File: src/hw/axi_demux_pkg.sv
// Shared widths, depths and AXI response codes for the AXI write demux.
package axi_demux_pkg;

  // Downstream fan-out.
  localparam int NUM_SUBS = 2;
  localparam int SUB_SEL_WIDTH = (NUM_SUBS > 1) ? $clog2(NUM_SUBS) : 1;

  // AXI field widths.
  localparam int ADDR_WIDTH = 12;
  localparam int DATA_WIDTH = 32;
  localparam int STRB_WIDTH = DATA_WIDTH / 8;
  localparam int LEN_WIDTH = 8;
  localparam int SIZE_WIDTH = 3;
  localparam int BURST_WIDTH = 2;
  localparam int RESP_WIDTH = 2;

  // W beats that can be held before their address is accepted.
  localparam int WDATA_BUF_DEPTH = 2;

  // Accepted addresses whose data has not finished.
  localparam int MAX_AW_RUNAHEAD = 4;

  // Accepted addresses still waiting for a write response.
  localparam int MAX_OUTSTANDING = 3;

  // Response codes.
  localparam logic [RESP_WIDTH-1:0] RESP_OKAY = 2'b00;
  localparam logic [RESP_WIDTH-1:0] RESP_SLVERR = 2'b10;

endpackage
File: src/hw/axi_write_demux.sv
// Top level of the AXI write demux, wiring the AW, W and B stages and the W buffer.
module axi_write_demux (
  input  logic                                    clk,
  input  logic                                    rst_n,
  input  logic [axi_demux_pkg::SUB_SEL_WIDTH-1:0] aw_sub_select,
  input  logic [axi_demux_pkg::ADDR_WIDTH-1:0]    awaddr,
  input  logic [axi_demux_pkg::LEN_WIDTH-1:0]     awlen,
  input  logic [axi_demux_pkg::SIZE_WIDTH-1:0]    awsize,
  input  logic [axi_demux_pkg::BURST_WIDTH-1:0]   awburst,
  input  logic                                    awvalid,
  output logic                                    awready,
  input  logic [axi_demux_pkg::DATA_WIDTH-1:0]    wdata,
  input  logic [axi_demux_pkg::STRB_WIDTH-1:0]    wstrb,
  input  logic                                    wlast,
  input  logic                                    wvalid,
  output logic                                    wready,
  output logic [axi_demux_pkg::RESP_WIDTH-1:0]    bresp,
  output logic                                    bvalid,
  input  logic                                    bready,
  output logic [axi_demux_pkg::NUM_SUBS-1:0][axi_demux_pkg::ADDR_WIDTH-1:0]  s_awaddr,
  output logic [axi_demux_pkg::NUM_SUBS-1:0][axi_demux_pkg::LEN_WIDTH-1:0]   s_awlen,
  output logic [axi_demux_pkg::NUM_SUBS-1:0][axi_demux_pkg::SIZE_WIDTH-1:0]  s_awsize,
  output logic [axi_demux_pkg::NUM_SUBS-1:0][axi_demux_pkg::BURST_WIDTH-1:0] s_awburst,
  output logic [axi_demux_pkg::NUM_SUBS-1:0]      s_awvalid,
  input  logic [axi_demux_pkg::NUM_SUBS-1:0]      s_awready,
  output logic [axi_demux_pkg::NUM_SUBS-1:0][axi_demux_pkg::DATA_WIDTH-1:0]  s_wdata,
  output logic [axi_demux_pkg::NUM_SUBS-1:0][axi_demux_pkg::STRB_WIDTH-1:0]  s_wstrb,
  output logic [axi_demux_pkg::NUM_SUBS-1:0]      s_wlast,
  output logic [axi_demux_pkg::NUM_SUBS-1:0]      s_wvalid,
  input  logic [axi_demux_pkg::NUM_SUBS-1:0]      s_wready,
  input  logic [axi_demux_pkg::NUM_SUBS-1:0][axi_demux_pkg::RESP_WIDTH-1:0]  s_bresp,
  input  logic [axi_demux_pkg::NUM_SUBS-1:0]      s_bvalid,
  output logic [axi_demux_pkg::NUM_SUBS-1:0]      s_bready
);
  import axi_demux_pkg::*;

  logic                            w_order_valid;
  logic                            w_order_ready;
  logic [SUB_SEL_WIDTH-1:0]        w_order_sel;
  logic                            b_order_valid;
  logic                            b_order_ready;
  logic [SUB_SEL_WIDTH-1:0]        b_order_sel;
  logic                            buf_valid;
  logic                            buf_ready;
  logic [DATA_WIDTH+STRB_WIDTH:0]  buf_data;

  aw_router u_aw_router (
    .clk, .rst_n,
    .aw_sub_select, .awaddr, .awlen, .awsize, .awburst, .awvalid, .awready,
    .s_awaddr, .s_awlen, .s_awsize, .s_awburst, .s_awvalid, .s_awready,
    .w_order_valid, .w_order_sel, .w_order_ready,
    .b_order_valid, .b_order_sel, .b_order_ready
  );

  // Beats are packed as data, strobe, then last in the low bit.
  sync_fifo #(
    .Depth(WDATA_BUF_DEPTH),
    .Width(DATA_WIDTH + STRB_WIDTH + 1)
  ) u_wdata_buf (
    .clk, .rst_n,
    .push_valid(wvalid),
    .push_ready(wready),
    .push_data ({wdata, wstrb, wlast}),
    .pop_valid (buf_valid),
    .pop_ready (buf_ready),
    .pop_data  (buf_data)
  );

  w_steer u_w_steer (
    .clk, .rst_n,
    .w_order_valid, .w_order_sel, .w_order_ready,
    .buf_valid, .buf_data, .buf_ready,
    .s_wdata, .s_wstrb, .s_wlast, .s_wvalid, .s_wready
  );

  b_merge u_b_merge (
    .clk, .rst_n,
    .b_order_valid, .b_order_sel, .b_order_ready,
    .s_bresp, .s_bvalid, .s_bready,
    .bresp, .bvalid, .bready
  );

endmodule

File: src/hw/b_merge.sv
// B merge stage with the response order FIFO that returns responses in AW order.
module b_merge (
  input  logic                                    clk,
  input  logic                                    rst_n,
  input  logic                                    b_order_valid,
  input  logic [axi_demux_pkg::SUB_SEL_WIDTH-1:0] b_order_sel,
  output logic                                    b_order_ready,
  input  logic [axi_demux_pkg::NUM_SUBS-1:0][axi_demux_pkg::RESP_WIDTH-1:0] s_bresp,
  input  logic [axi_demux_pkg::NUM_SUBS-1:0]      s_bvalid,
  output logic [axi_demux_pkg::NUM_SUBS-1:0]      s_bready,
  output logic [axi_demux_pkg::RESP_WIDTH-1:0]    bresp,
  output logic                                    bvalid,
  input  logic                                    bready
);
  import axi_demux_pkg::*;

  logic                     ord_valid;
  logic                     ord_ready;
  logic [SUB_SEL_WIDTH-1:0] ord_sel;

  // Depth of this queue is the outstanding write limit.
  sync_fifo #(
    .Depth(MAX_OUTSTANDING),
    .Width(SUB_SEL_WIDTH)
  ) u_order_fifo (
    .clk,
    .rst_n,
    .push_valid(b_order_valid),
    .push_ready(b_order_ready),
    .push_data (b_order_sel),
    .pop_valid (ord_valid),
    .pop_ready (ord_ready),
    .pop_data  (ord_sel)
  );

  // Only the oldest write may answer.
  assign bvalid = ord_valid && s_bvalid[ord_sel];
  assign bresp  = s_bresp[ord_sel];

  assign ord_ready = bvalid && bready;

  // Responses from other subordinates wait with ready low
  for (genvar i = 0; i < NUM_SUBS; i++) begin : gen_sub
    assign s_bready[i] = ord_valid && (ord_sel == SUB_SEL_WIDTH'(i)) && bready;
  end

endmodule

File: src/hw/w_steer.sv
// W steering stage with the runahead order FIFO that routes buffered beats.
module w_steer (
  input  logic                                    clk,
  input  logic                                    rst_n,
  input  logic                                    w_order_valid,
  input  logic [axi_demux_pkg::SUB_SEL_WIDTH-1:0] w_order_sel,
  output logic                                    w_order_ready,
  input  logic                                    buf_valid,
  input  logic [axi_demux_pkg::DATA_WIDTH+axi_demux_pkg::STRB_WIDTH:0] buf_data,
  output logic                                    buf_ready,
  output logic [axi_demux_pkg::NUM_SUBS-1:0][axi_demux_pkg::DATA_WIDTH-1:0] s_wdata,
  output logic [axi_demux_pkg::NUM_SUBS-1:0][axi_demux_pkg::STRB_WIDTH-1:0] s_wstrb,
  output logic [axi_demux_pkg::NUM_SUBS-1:0]      s_wlast,
  output logic [axi_demux_pkg::NUM_SUBS-1:0]      s_wvalid,
  input  logic [axi_demux_pkg::NUM_SUBS-1:0]      s_wready
);
  import axi_demux_pkg::*;

  logic                     ord_valid;
  logic                     ord_ready;
  logic [SUB_SEL_WIDTH-1:0] ord_sel;
  logic [DATA_WIDTH-1:0]    beat_data;
  logic [STRB_WIDTH-1:0]    beat_strb;
  logic                     beat_last;
  logic                     head_ready;

  // Subordinate order of addresses whose data is still to come.
  sync_fifo #(
    .Depth(MAX_AW_RUNAHEAD),
    .Width(SUB_SEL_WIDTH)
  ) u_order_fifo (
    .clk,
    .rst_n,
    .push_valid(w_order_valid),
    .push_ready(w_order_ready),
    .push_data (w_order_sel),
    .pop_valid (ord_valid),
    .pop_ready (ord_ready),
    .pop_data  (ord_sel)
  );

  assign {beat_data, beat_strb, beat_last} = buf_data;

  // A beat moves only once its burst's subordinate is known.
  assign head_ready = ord_valid && s_wready[ord_sel];
  assign buf_ready  = head_ready;

  // Burst done on the last beat, so the next address takes over.
  assign ord_ready = head_ready && buf_valid && beat_last;

  for (genvar i = 0; i < NUM_SUBS; i++) begin : gen_sub
    assign s_wvalid[i] = buf_valid && ord_valid && (ord_sel == SUB_SEL_WIDTH'(i));
    assign s_wdata[i]  = beat_data;
    assign s_wstrb[i]  = beat_strb;
    assign s_wlast[i]  = beat_last;
  end

endmodule

File: src/hw/aw_router.sv
// AW routing stage that steers the write address and records its subordinate.
module aw_router (
  input  logic                                      clk,
  input  logic                                      rst_n,
  input  logic [axi_demux_pkg::SUB_SEL_WIDTH-1:0]   aw_sub_select,
  input  logic [axi_demux_pkg::ADDR_WIDTH-1:0]      awaddr,
  input  logic [axi_demux_pkg::LEN_WIDTH-1:0]       awlen,
  input  logic [axi_demux_pkg::SIZE_WIDTH-1:0]      awsize,
  input  logic [axi_demux_pkg::BURST_WIDTH-1:0]     awburst,
  input  logic                                      awvalid,
  output logic                                      awready,
  output logic [axi_demux_pkg::NUM_SUBS-1:0][axi_demux_pkg::ADDR_WIDTH-1:0]  s_awaddr,
  output logic [axi_demux_pkg::NUM_SUBS-1:0][axi_demux_pkg::LEN_WIDTH-1:0]   s_awlen,
  output logic [axi_demux_pkg::NUM_SUBS-1:0][axi_demux_pkg::SIZE_WIDTH-1:0]  s_awsize,
  output logic [axi_demux_pkg::NUM_SUBS-1:0][axi_demux_pkg::BURST_WIDTH-1:0] s_awburst,
  output logic [axi_demux_pkg::NUM_SUBS-1:0]        s_awvalid,
  input  logic [axi_demux_pkg::NUM_SUBS-1:0]        s_awready,
  output logic                                      w_order_valid,
  output logic [axi_demux_pkg::SUB_SEL_WIDTH-1:0]   w_order_sel,
  input  logic                                      w_order_ready,
  output logic                                      b_order_valid,
  output logic [axi_demux_pkg::SUB_SEL_WIDTH-1:0]   b_order_sel,
  input  logic                                      b_order_ready
);
  import axi_demux_pkg::*;

  logic                room_ok;
  logic                aw_xfer;
  logic [NUM_SUBS-1:0] sel_hot;

  // Only this stage pushes the order queues, so room once seen stays until the push.
  assign room_ok = w_order_ready && b_order_ready;

  for (genvar i = 0; i < NUM_SUBS; i++) begin : gen_sub
    assign sel_hot[i]   = (aw_sub_select == SUB_SEL_WIDTH'(i));
    assign s_awvalid[i] = awvalid && sel_hot[i] && room_ok;
    assign s_awaddr[i]  = awaddr;
    assign s_awlen[i]   = awlen;
    assign s_awsize[i]  = awsize;
    assign s_awburst[i] = awburst;
  end

  assign awready = room_ok && s_awready[aw_sub_select];
  assign aw_xfer = awvalid && awready;

  // One entry per accepted address into each order queue.
  assign w_order_valid = aw_xfer;
  assign w_order_sel   = aw_sub_select;
  assign b_order_valid = aw_xfer;
  assign b_order_sel   = aw_sub_select;

endmodule

File: src/hw/sync_fifo.sv
// Flop-based synchronous FIFO with valid/ready push and pop ports.
module sync_fifo #(
  parameter int Depth = 2,
  parameter int Width = 8
) (
  input  logic             clk,
  input  logic             rst_n,
  input  logic             push_valid,
  output logic             push_ready,
  input  logic [Width-1:0] push_data,
  output logic             pop_valid,
  input  logic             pop_ready,
  output logic [Width-1:0] pop_data
);

  localparam int PTR_WIDTH = (Depth > 1) ? $clog2(Depth) : 1;
  localparam int CNT_WIDTH = $clog2(Depth + 1);
  localparam logic [PTR_WIDTH-1:0] LAST_PTR = PTR_WIDTH'(Depth - 1);
  localparam logic [CNT_WIDTH-1:0] FULL_CNT = CNT_WIDTH'(Depth);

  logic [Width-1:0]     mem [Depth];
  logic [PTR_WIDTH-1:0] wr_ptr;
  logic [PTR_WIDTH-1:0] rd_ptr;
  logic [CNT_WIDTH-1:0] count;
  logic                 push;
  logic                 pop;

  assign push_ready = (count != FULL_CNT);
  assign pop_valid  = (count != '0);
  assign push       = push_valid && push_ready;
  assign pop        = pop_valid && pop_ready;

  // Head entry is read straight out of the storage flops.
  assign pop_data = mem[rd_ptr];

  always_ff @(posedge clk) begin
    if (push) begin
      mem[wr_ptr] <= push_data;
    end
  end

  // Pointers wrap at Depth, which need not be a power of two.
  always_ff @(posedge clk or negedge rst_n) begin
    if (!rst_n) begin
      wr_ptr <= '0;
      rd_ptr <= '0;
      count  <= '0;
    end else begin
      if (push) begin
        wr_ptr <= (wr_ptr == LAST_PTR) ? '0 : wr_ptr + 1'b1;
      end
      if (pop) begin
        rd_ptr <= (rd_ptr == LAST_PTR) ? '0 : rd_ptr + 1'b1;
      end
      if (push && !pop) begin
        count <= count + 1'b1;
      end else if (pop && !push) begin
        count <= count - 1'b1;
      end
    end
  end

endmodule

File: config.mk
export PLATFORM = sky130hd
export DESIGN_NAME = axi_write_demux
export DESIGN_NICKNAME = d
export VERILOG_FILES = /design/src/hw/axi_demux_pkg.sv /design/src/hw/axi_write_demux.sv /design/src/hw/b_merge.sv /design/src/hw/w_steer.sv /design/src/hw/aw_router.sv /design/src/hw/sync_fifo.sv
export SDC_FILE = /design/constraint.sdc
export NUM_CORES = 1
export LEC_CHECK = 0
export ABC_AREA = 1
export ABC_CLOCK_PERIOD_IN_PS = 7100
export BUFFER_PORTS_ARGS = -buffer_cell sky130_fd_sc_hd__buf_4
export CORE_MARGIN = 2
export CORE_UTILIZATION = 51
export DETAILED_ROUTE_END_ITERATION = 10
export PLACE_DENSITY_LB_ADDON = 0.2
export SLEW_MARGIN = 20
export SYNTH_ARGS = -nofsm -noshare
export SYNTH_HDL_FRONTEND = slang
export SYNTH_SLANG_ARGS = --single-unit
File: constraint.sdc
create_clock -name clk -period 7.1 [get_ports clk]
set_input_delay 1.42 -clock clk [delete_from_list [all_inputs] [get_ports clk]]
set_output_delay 1.42 -clock clk [all_outputs]
set_load 0.05 [all_outputs]
### Yosys cells after proc, flatten, opt, wreduce, memory -nomap -nowiden

Memory sizes are Yosys's and may differ from the RTL's.
Index checks and enable logic that the tools add are counted.

| cells by class | value |
|---|---|
| $add $sub $neg | 12 |
| multiply operators | 0 |
| div/mod/pow operators | 0 |
| magnitude comparators | 3 |
| equality and inequality tests | 7 |
| shift operators | 0 |
| muxes and demuxes | 26 |
| bitwise operators | 3 |
| reduce and logical (&&, ||, !) cells | 42 |

Operators by type and width:

| operator | count |
|---|---|
| $logic_and A1 B1 Y1 | 30 |
| $mux W2 | 10 |
| $mux W1 | 14 |
| $add A2 B1 Y2 const B | 6 |
| $reduce_bool A2 Y1 | 5 |
| $eq A2 B2 Y1 const B | 4 |
| $logic_not A1 Y1 | 6 |
| $lt A1 B2 Y1 const B | 3 |
| $mux W3 | 2 |
| $ne A2 B2 Y1 const B | 2 |
| $sub A2 B1 Y2 const B | 2 |
| $add A3 B1 Y3 const B | 1 |
| $ne A3 B3 Y1 const B | 1 |
| $not A1 Y1 | 3 |
| $reduce_bool A3 Y1 | 1 |
| $sub A3 B1 Y3 const B | 1 |
| $add A1 B1 Y1 const B | 2 |

| storage, ports and cells | value |
|---|---|
| register bits after elaboration | 17 |
| latch bits | 0 |
| bits in writable memories | 81 |
| bits in read-only memories | 0 |
| input port bits | 78 |
| output and inout bits | 135 |
| logic and storage cells | 105 |
| memories kept | 3 |

Memory list:

| name | words | bits a word | rd ports | clocked after memory_dff | write ports | RTL line | source |
|---|---|---|---|---|---|---|---|
| u_wdata_buf.mem | 2 | 37 | 1 | 0 | 1 | sync_fifo.sv:21 | `logic [Width-1:0] mem [Depth];` |
| u_w_steer.u_order_fifo.mem | 4 | 1 | 1 | 0 | 1 | sync_fifo.sv:21 |  |
| u_b_merge.u_order_fifo.mem | 3 | 1 | 1 | 0 | 1 | sync_fifo.sv:21 |  |

### Logic depth before layout (Yosys ltp)

An unclocked memory read counts as a cell.

| depth | value |
|---|---|
| depth in word-level cells | 10 |
| gate-level depth with buffers | 14 |
| mapped depth without buffers | 14 |

### Cells and area by module

A second synthesis with hierarchy kept.

| unflattened totals | value |
|---|---|
| cells, all modules | 509 |
| area total of the unflattened synthesis | 5143.7 um^2 |

By module, submodules not included:

| module | instances | cells an instance | area an instance (um^2) | sequential area each (um^2) |
|---|---|---|---|---|
| sync_fifo at u_wdata_buf | 1 | 222 | 2926.6 | 2322.2 |
| sync_fifo at u_w_steer.u_order_fifo | 1 | 70 | 630.6 | 295.3 |
| w_steer | 1 | 87 | 618.1 | 0.0 |
| aw_router | 1 | 65 | 450.4 | 0.0 |
| sync_fifo at u_b_merge.u_order_fifo | 1 | 49 | 445.4 | 240.2 |
| b_merge | 1 | 16 | 72.6 | 0.0 |

### Worst setup path after synthesis

OpenSTA, ideal clock, no wires.

| path | value |
|---|---|
| path type | input to output |
| start | input port aw_sub_select |
| end | output port s_awvalid[1] (netlist bit) |
| arrival | 2.543 ns |
| data required time | 5.680 ns |
| path slack | 3.137 ns |
| stages on the path | 2 |
| buffers on the path | 0 |
| cells stage by stage | inv_1 -> nor3_1 |

| on the way | value |
|---|---|
| longest elaborated chain between the ends | 2 |

RTL lines:

| what | RTL line | source |
|---|---|---|
| from (decl) | axi_write_demux.sv:5 | `input logic [axi_demux_pkg::SUB_SEL_WIDTH-1:0] aw_sub_select,` |
| $logic_and A1 B1 Y1 (2 in a row) | aw_router.sv:36 | `assign s_awvalid[i] = awvalid && sel_hot[i] && room_ok;` |
| to (decl) | axi_write_demux.sv:24 | `output logic [axi_demux_pkg::NUM_SUBS-1:0] s_awvalid,` |

Every way passes these cells.

### Final worst setup path

| path | value |
|---|---|
| start | register u_wdata_buf.rd_ptr |
| end | output port s_wlast[1] (netlist bit) |

| on the way | value |
|---|---|
| longest elaborated chain between the ends | 1 |

RTL lines:

| what | RTL line | source |
|---|---|---|
| from (decl) | sync_fifo.sv:23 | `logic [PTR_WIDTH-1:0] rd_ptr;` |
| from (signal assigned) | sync_fifo.sv:53 | `rd_ptr <= (rd_ptr == LAST_PTR) ? '0 : rd_ptr + 1'b1;` |
| $mem_v2 Z2 W37 | - |  |
| to (decl) | axi_write_demux.sv:28 | `output logic [axi_demux_pkg::NUM_SUBS-1:0] s_wlast,` |

Every way passes these cells.

==> impl_results.md <==
- Via density: 4.846
- IO buf count: 137
- Layout Cells excl Fill: between 600 and 700
- Setup TNS: 0 ns
- Final Util: roughly three fifths
- Inst Count DP: 600
- CP arrival: about 2.1 ns
- CTS Sinks: 98
- Num rows: 35
- Final antenna-violating net count: 0
- Max layer used: met4
- CTS tree: done
- Clk_skew: between 0.01 and 0.015 ns
- Met2 routed WL: 4.302 mm
- DRT met1 WL: ~3.8 mm
- GRT overflow: 0
- Layout fillers: 769
- Final setup vio count: 0
- 1st-iter DRT viols: ~120
- Vias: roughly 3000
- Number of CTS-inserted buffers: 9
- CTS clk-pin slew, worst paths: around 0.090 ns
- Gate Count Post-Synth: roughly 450
- Period minus WS final: approximately 3.5 ns
- Antenna violations before repair: 0
- Ant. Diodes: 0
- Share of layout cells above drive strength 1: 35.31%
- Total GRT Usage: between 10% and 20%
- Outcome: finished, final reports clean
- Starting Density: 51.92%
- Clk_lat worst skew: approximately 0.36 ns
- Hold_buf cts: 0
- Relative slew slack: between 50 and 60%
- Hold violation total from the final report: 0
- Netlist cell types: 28
- RD Place Congestion: 0.8185
- Post-DP HPWL: between 6 and 7 mm
- Worst Setup End Kind: primary output
- Leading cell type in the layout, fill and taps excluded: nand2_1
- FF+latch count, synth: 98
- Period Utilization, post-route: around 50%
- Mapped Area: 0.004752 mm2
- Worst Path Required: approximately 5.7 ns
- Remaining DRCs: 0
- MaxCap Viol Count: 0
- Die height: between 100 and 150 um
- DR pass1 iterations: 4
- First-pass GRT wire length: 13.53 mm
- Setup crit start kind: flop
- H-tree depth: 3
- Final WL: roughly 9 mm
- Layout area overhead: 15.75%
- Worst-margin pin slew: between 0.6 and 0.7 ns
- Vias in the first global route: between 2000 and 3000
- CTS Buffer Depth: 2
- Wire per inst: 14.28 um
- Post-placement setup slack: around 3.6 ns
- Unrepaired setup endpoints after global routing: false
- CTS root buf: clkbuf_8
- # IOs: 213
- Critical path class: flop to primary output
- Avg Inst Size Synth: 10.65 um2
- Seq/Total Area, Yosys: about three fifths
- Core ar.: ~0.0092 mm2
- Most frequent cells in the layout: 149 x nand2_1, 139 x buf_4, 81 x edfxtp_1, 26 x inv_1, 17 x dfrtp_1
- Final Slew Violations: 0
- Setup ws final: around 3.6 ns
- Post-synth net total: 533
- Die area: 0.01011 mm2
- Worst hold path class: flop to flop
- Yosys warning count: 0
- Max Fclk: roughly 290 MHz
- Nets: about 590
- # resized after CTS: 0
- Post-CTS Setup Repair Bufs: 0
- Die X: approximately 100 um
- Met3 wire length: just under 600 um
- Maximum fanout along the worst path: 21
- Largest net degree at the start of global routing: 39
## kinds of logic (layout without fill, tap and decap cells)
logic type	after synthesis	count (layout)	synth area share [%]
and+or+nand+nor	194	194	17.11
buffers and inverters	125	186	17.11
DFF	98	98	60.14
AOI/OAI and AO/OA	11	11	1.290
adders and majority gates	9	9	2.528
xor gates and xnor gates	6	6	1.106
muxes	3	3	0.7108
## cells in the mapped netlist
master    count  area, um2
a21oi_2       1      8.760
o21ai_0       5      25.02
nor2_1       16      60.06
nand2_1     149      559.3
nor2_2        1      6.260
edfxtp_1     81       2432
xnor2_1       4      35.03
nand2_2       5      31.28
a21oi_1       3      15.01
o21ai_1       1      5.000
or2_2         1      6.260
inv_1        26      97.59
nor2_4        1      11.26
nand2_4       2      22.52
buf_4        87      653.1
o21bai_1      1      7.510
fa_1          1      20.02
nand4_1       1      6.260
ha_1          8      100.1
dfrtp_1      17      425.4
nor3_1        3      15.01
nand3_2       4      40.04
xor2_1        2      17.52
nand3_1      11      55.05
inv_2         3      11.26
mux2_2        3      33.78
buf_2         8      40.04
buf_6         1      11.26
## critical path: stages (launching register included)
cell and delay [ns]:
dfrtp_1 0.38, inv_1 0.45, buf_4 0.37, nand2_1 0.08, nand2_1 0.20, buf_4 0.25
## path summary, 6_finish.rpt
kind,from,end,slack [ns],cells after the start
worst max-delay path,u_wdata_buf.rd_ptr$_DFFE_PN0N_,s_wlast[1],3.60,5
min in group asynchronous,rst_n,u_w_steer.u_order_fifo.wr_ptr[0]$_DFFE_PN0P_,0.91,1
worst min register to register,u_wdata_buf.count[1]$_DFFE_PN0P_,u_wdata_buf.count[1]$_DFFE_PN0P_,0.50,1
max in group asynchronous,rst_n,u_wdata_buf.wr_ptr$_DFFE_PN0P_,5.98,1
worst max register to register,u_wdata_buf.rd_ptr$_DFFE_PN0N_,u_w_steer.u_order_fifo.count[1]$_DFFE_PN0P_,4.48,9
worst min-delay path,u_wdata_buf.count[1]$_DFFE_PN0P_,u_wdata_buf.count[1]$_DFFE_PN0P_,0.50,1
## state kept, by name, indices dropped and copies added, names as in the netlist
| signal | flops |
|---|---|
| u_w_steer.u_order_fifo.mem | 4 |
| u_w_steer.u_order_fifo.rd_ptr | 2 |
| u_wdata_buf.wr_ptr | 1 |
| u_wdata_buf.rd_ptr | 1 |
| u_b_merge.u_order_fifo.rd_ptr | 2 |
| u_wdata_buf.count | 2 |
| u_b_merge.u_order_fifo.wr_ptr | 2 |
| u_b_merge.u_order_fifo.mem | 3 |
| u_wdata_buf.mem | 74 |
| u_b_merge.u_order_fifo.count | 2 |
| u_w_steer.u_order_fifo.wr_ptr | 2 |
| u_w_steer.u_order_fifo.count | 3 |
## layout make-up
cell class	count	area (um2)	share of cell area, %
Tap cell	111	138.9	2.525
Clock buffer	10	127.6	2.320
Multi-Input combinational cell	223	1096	19.93
Sequential cell	98	2858	51.96
Inverter	29	108.9	1.979
Timing Repair Buffer	141	1099	19.97
Clock inverter	6	72.57	1.319
## metrics by stage
stage	hold slack, ns	instance area (um2)
after floorplan	0.4666	4752
after global placement	0.4833	5245
after detailed placement	0.4886	5245
after CTS	0.5049	5445
after global routing	0.5331	5500
final	0.4989	5500
## metal layers
metal / global-route usage (%) / up-vias
li1: - / 1458
met3: 5.062 / 7
met1: 21.30 / 1398
met2: 29.43 / 132
met4: 5.901 / 0
met5: 0 / -
Power is left out: the tool's default activity adds up to more than one toggle a clock period on the data nets, which glitch-free logic cannot reach.
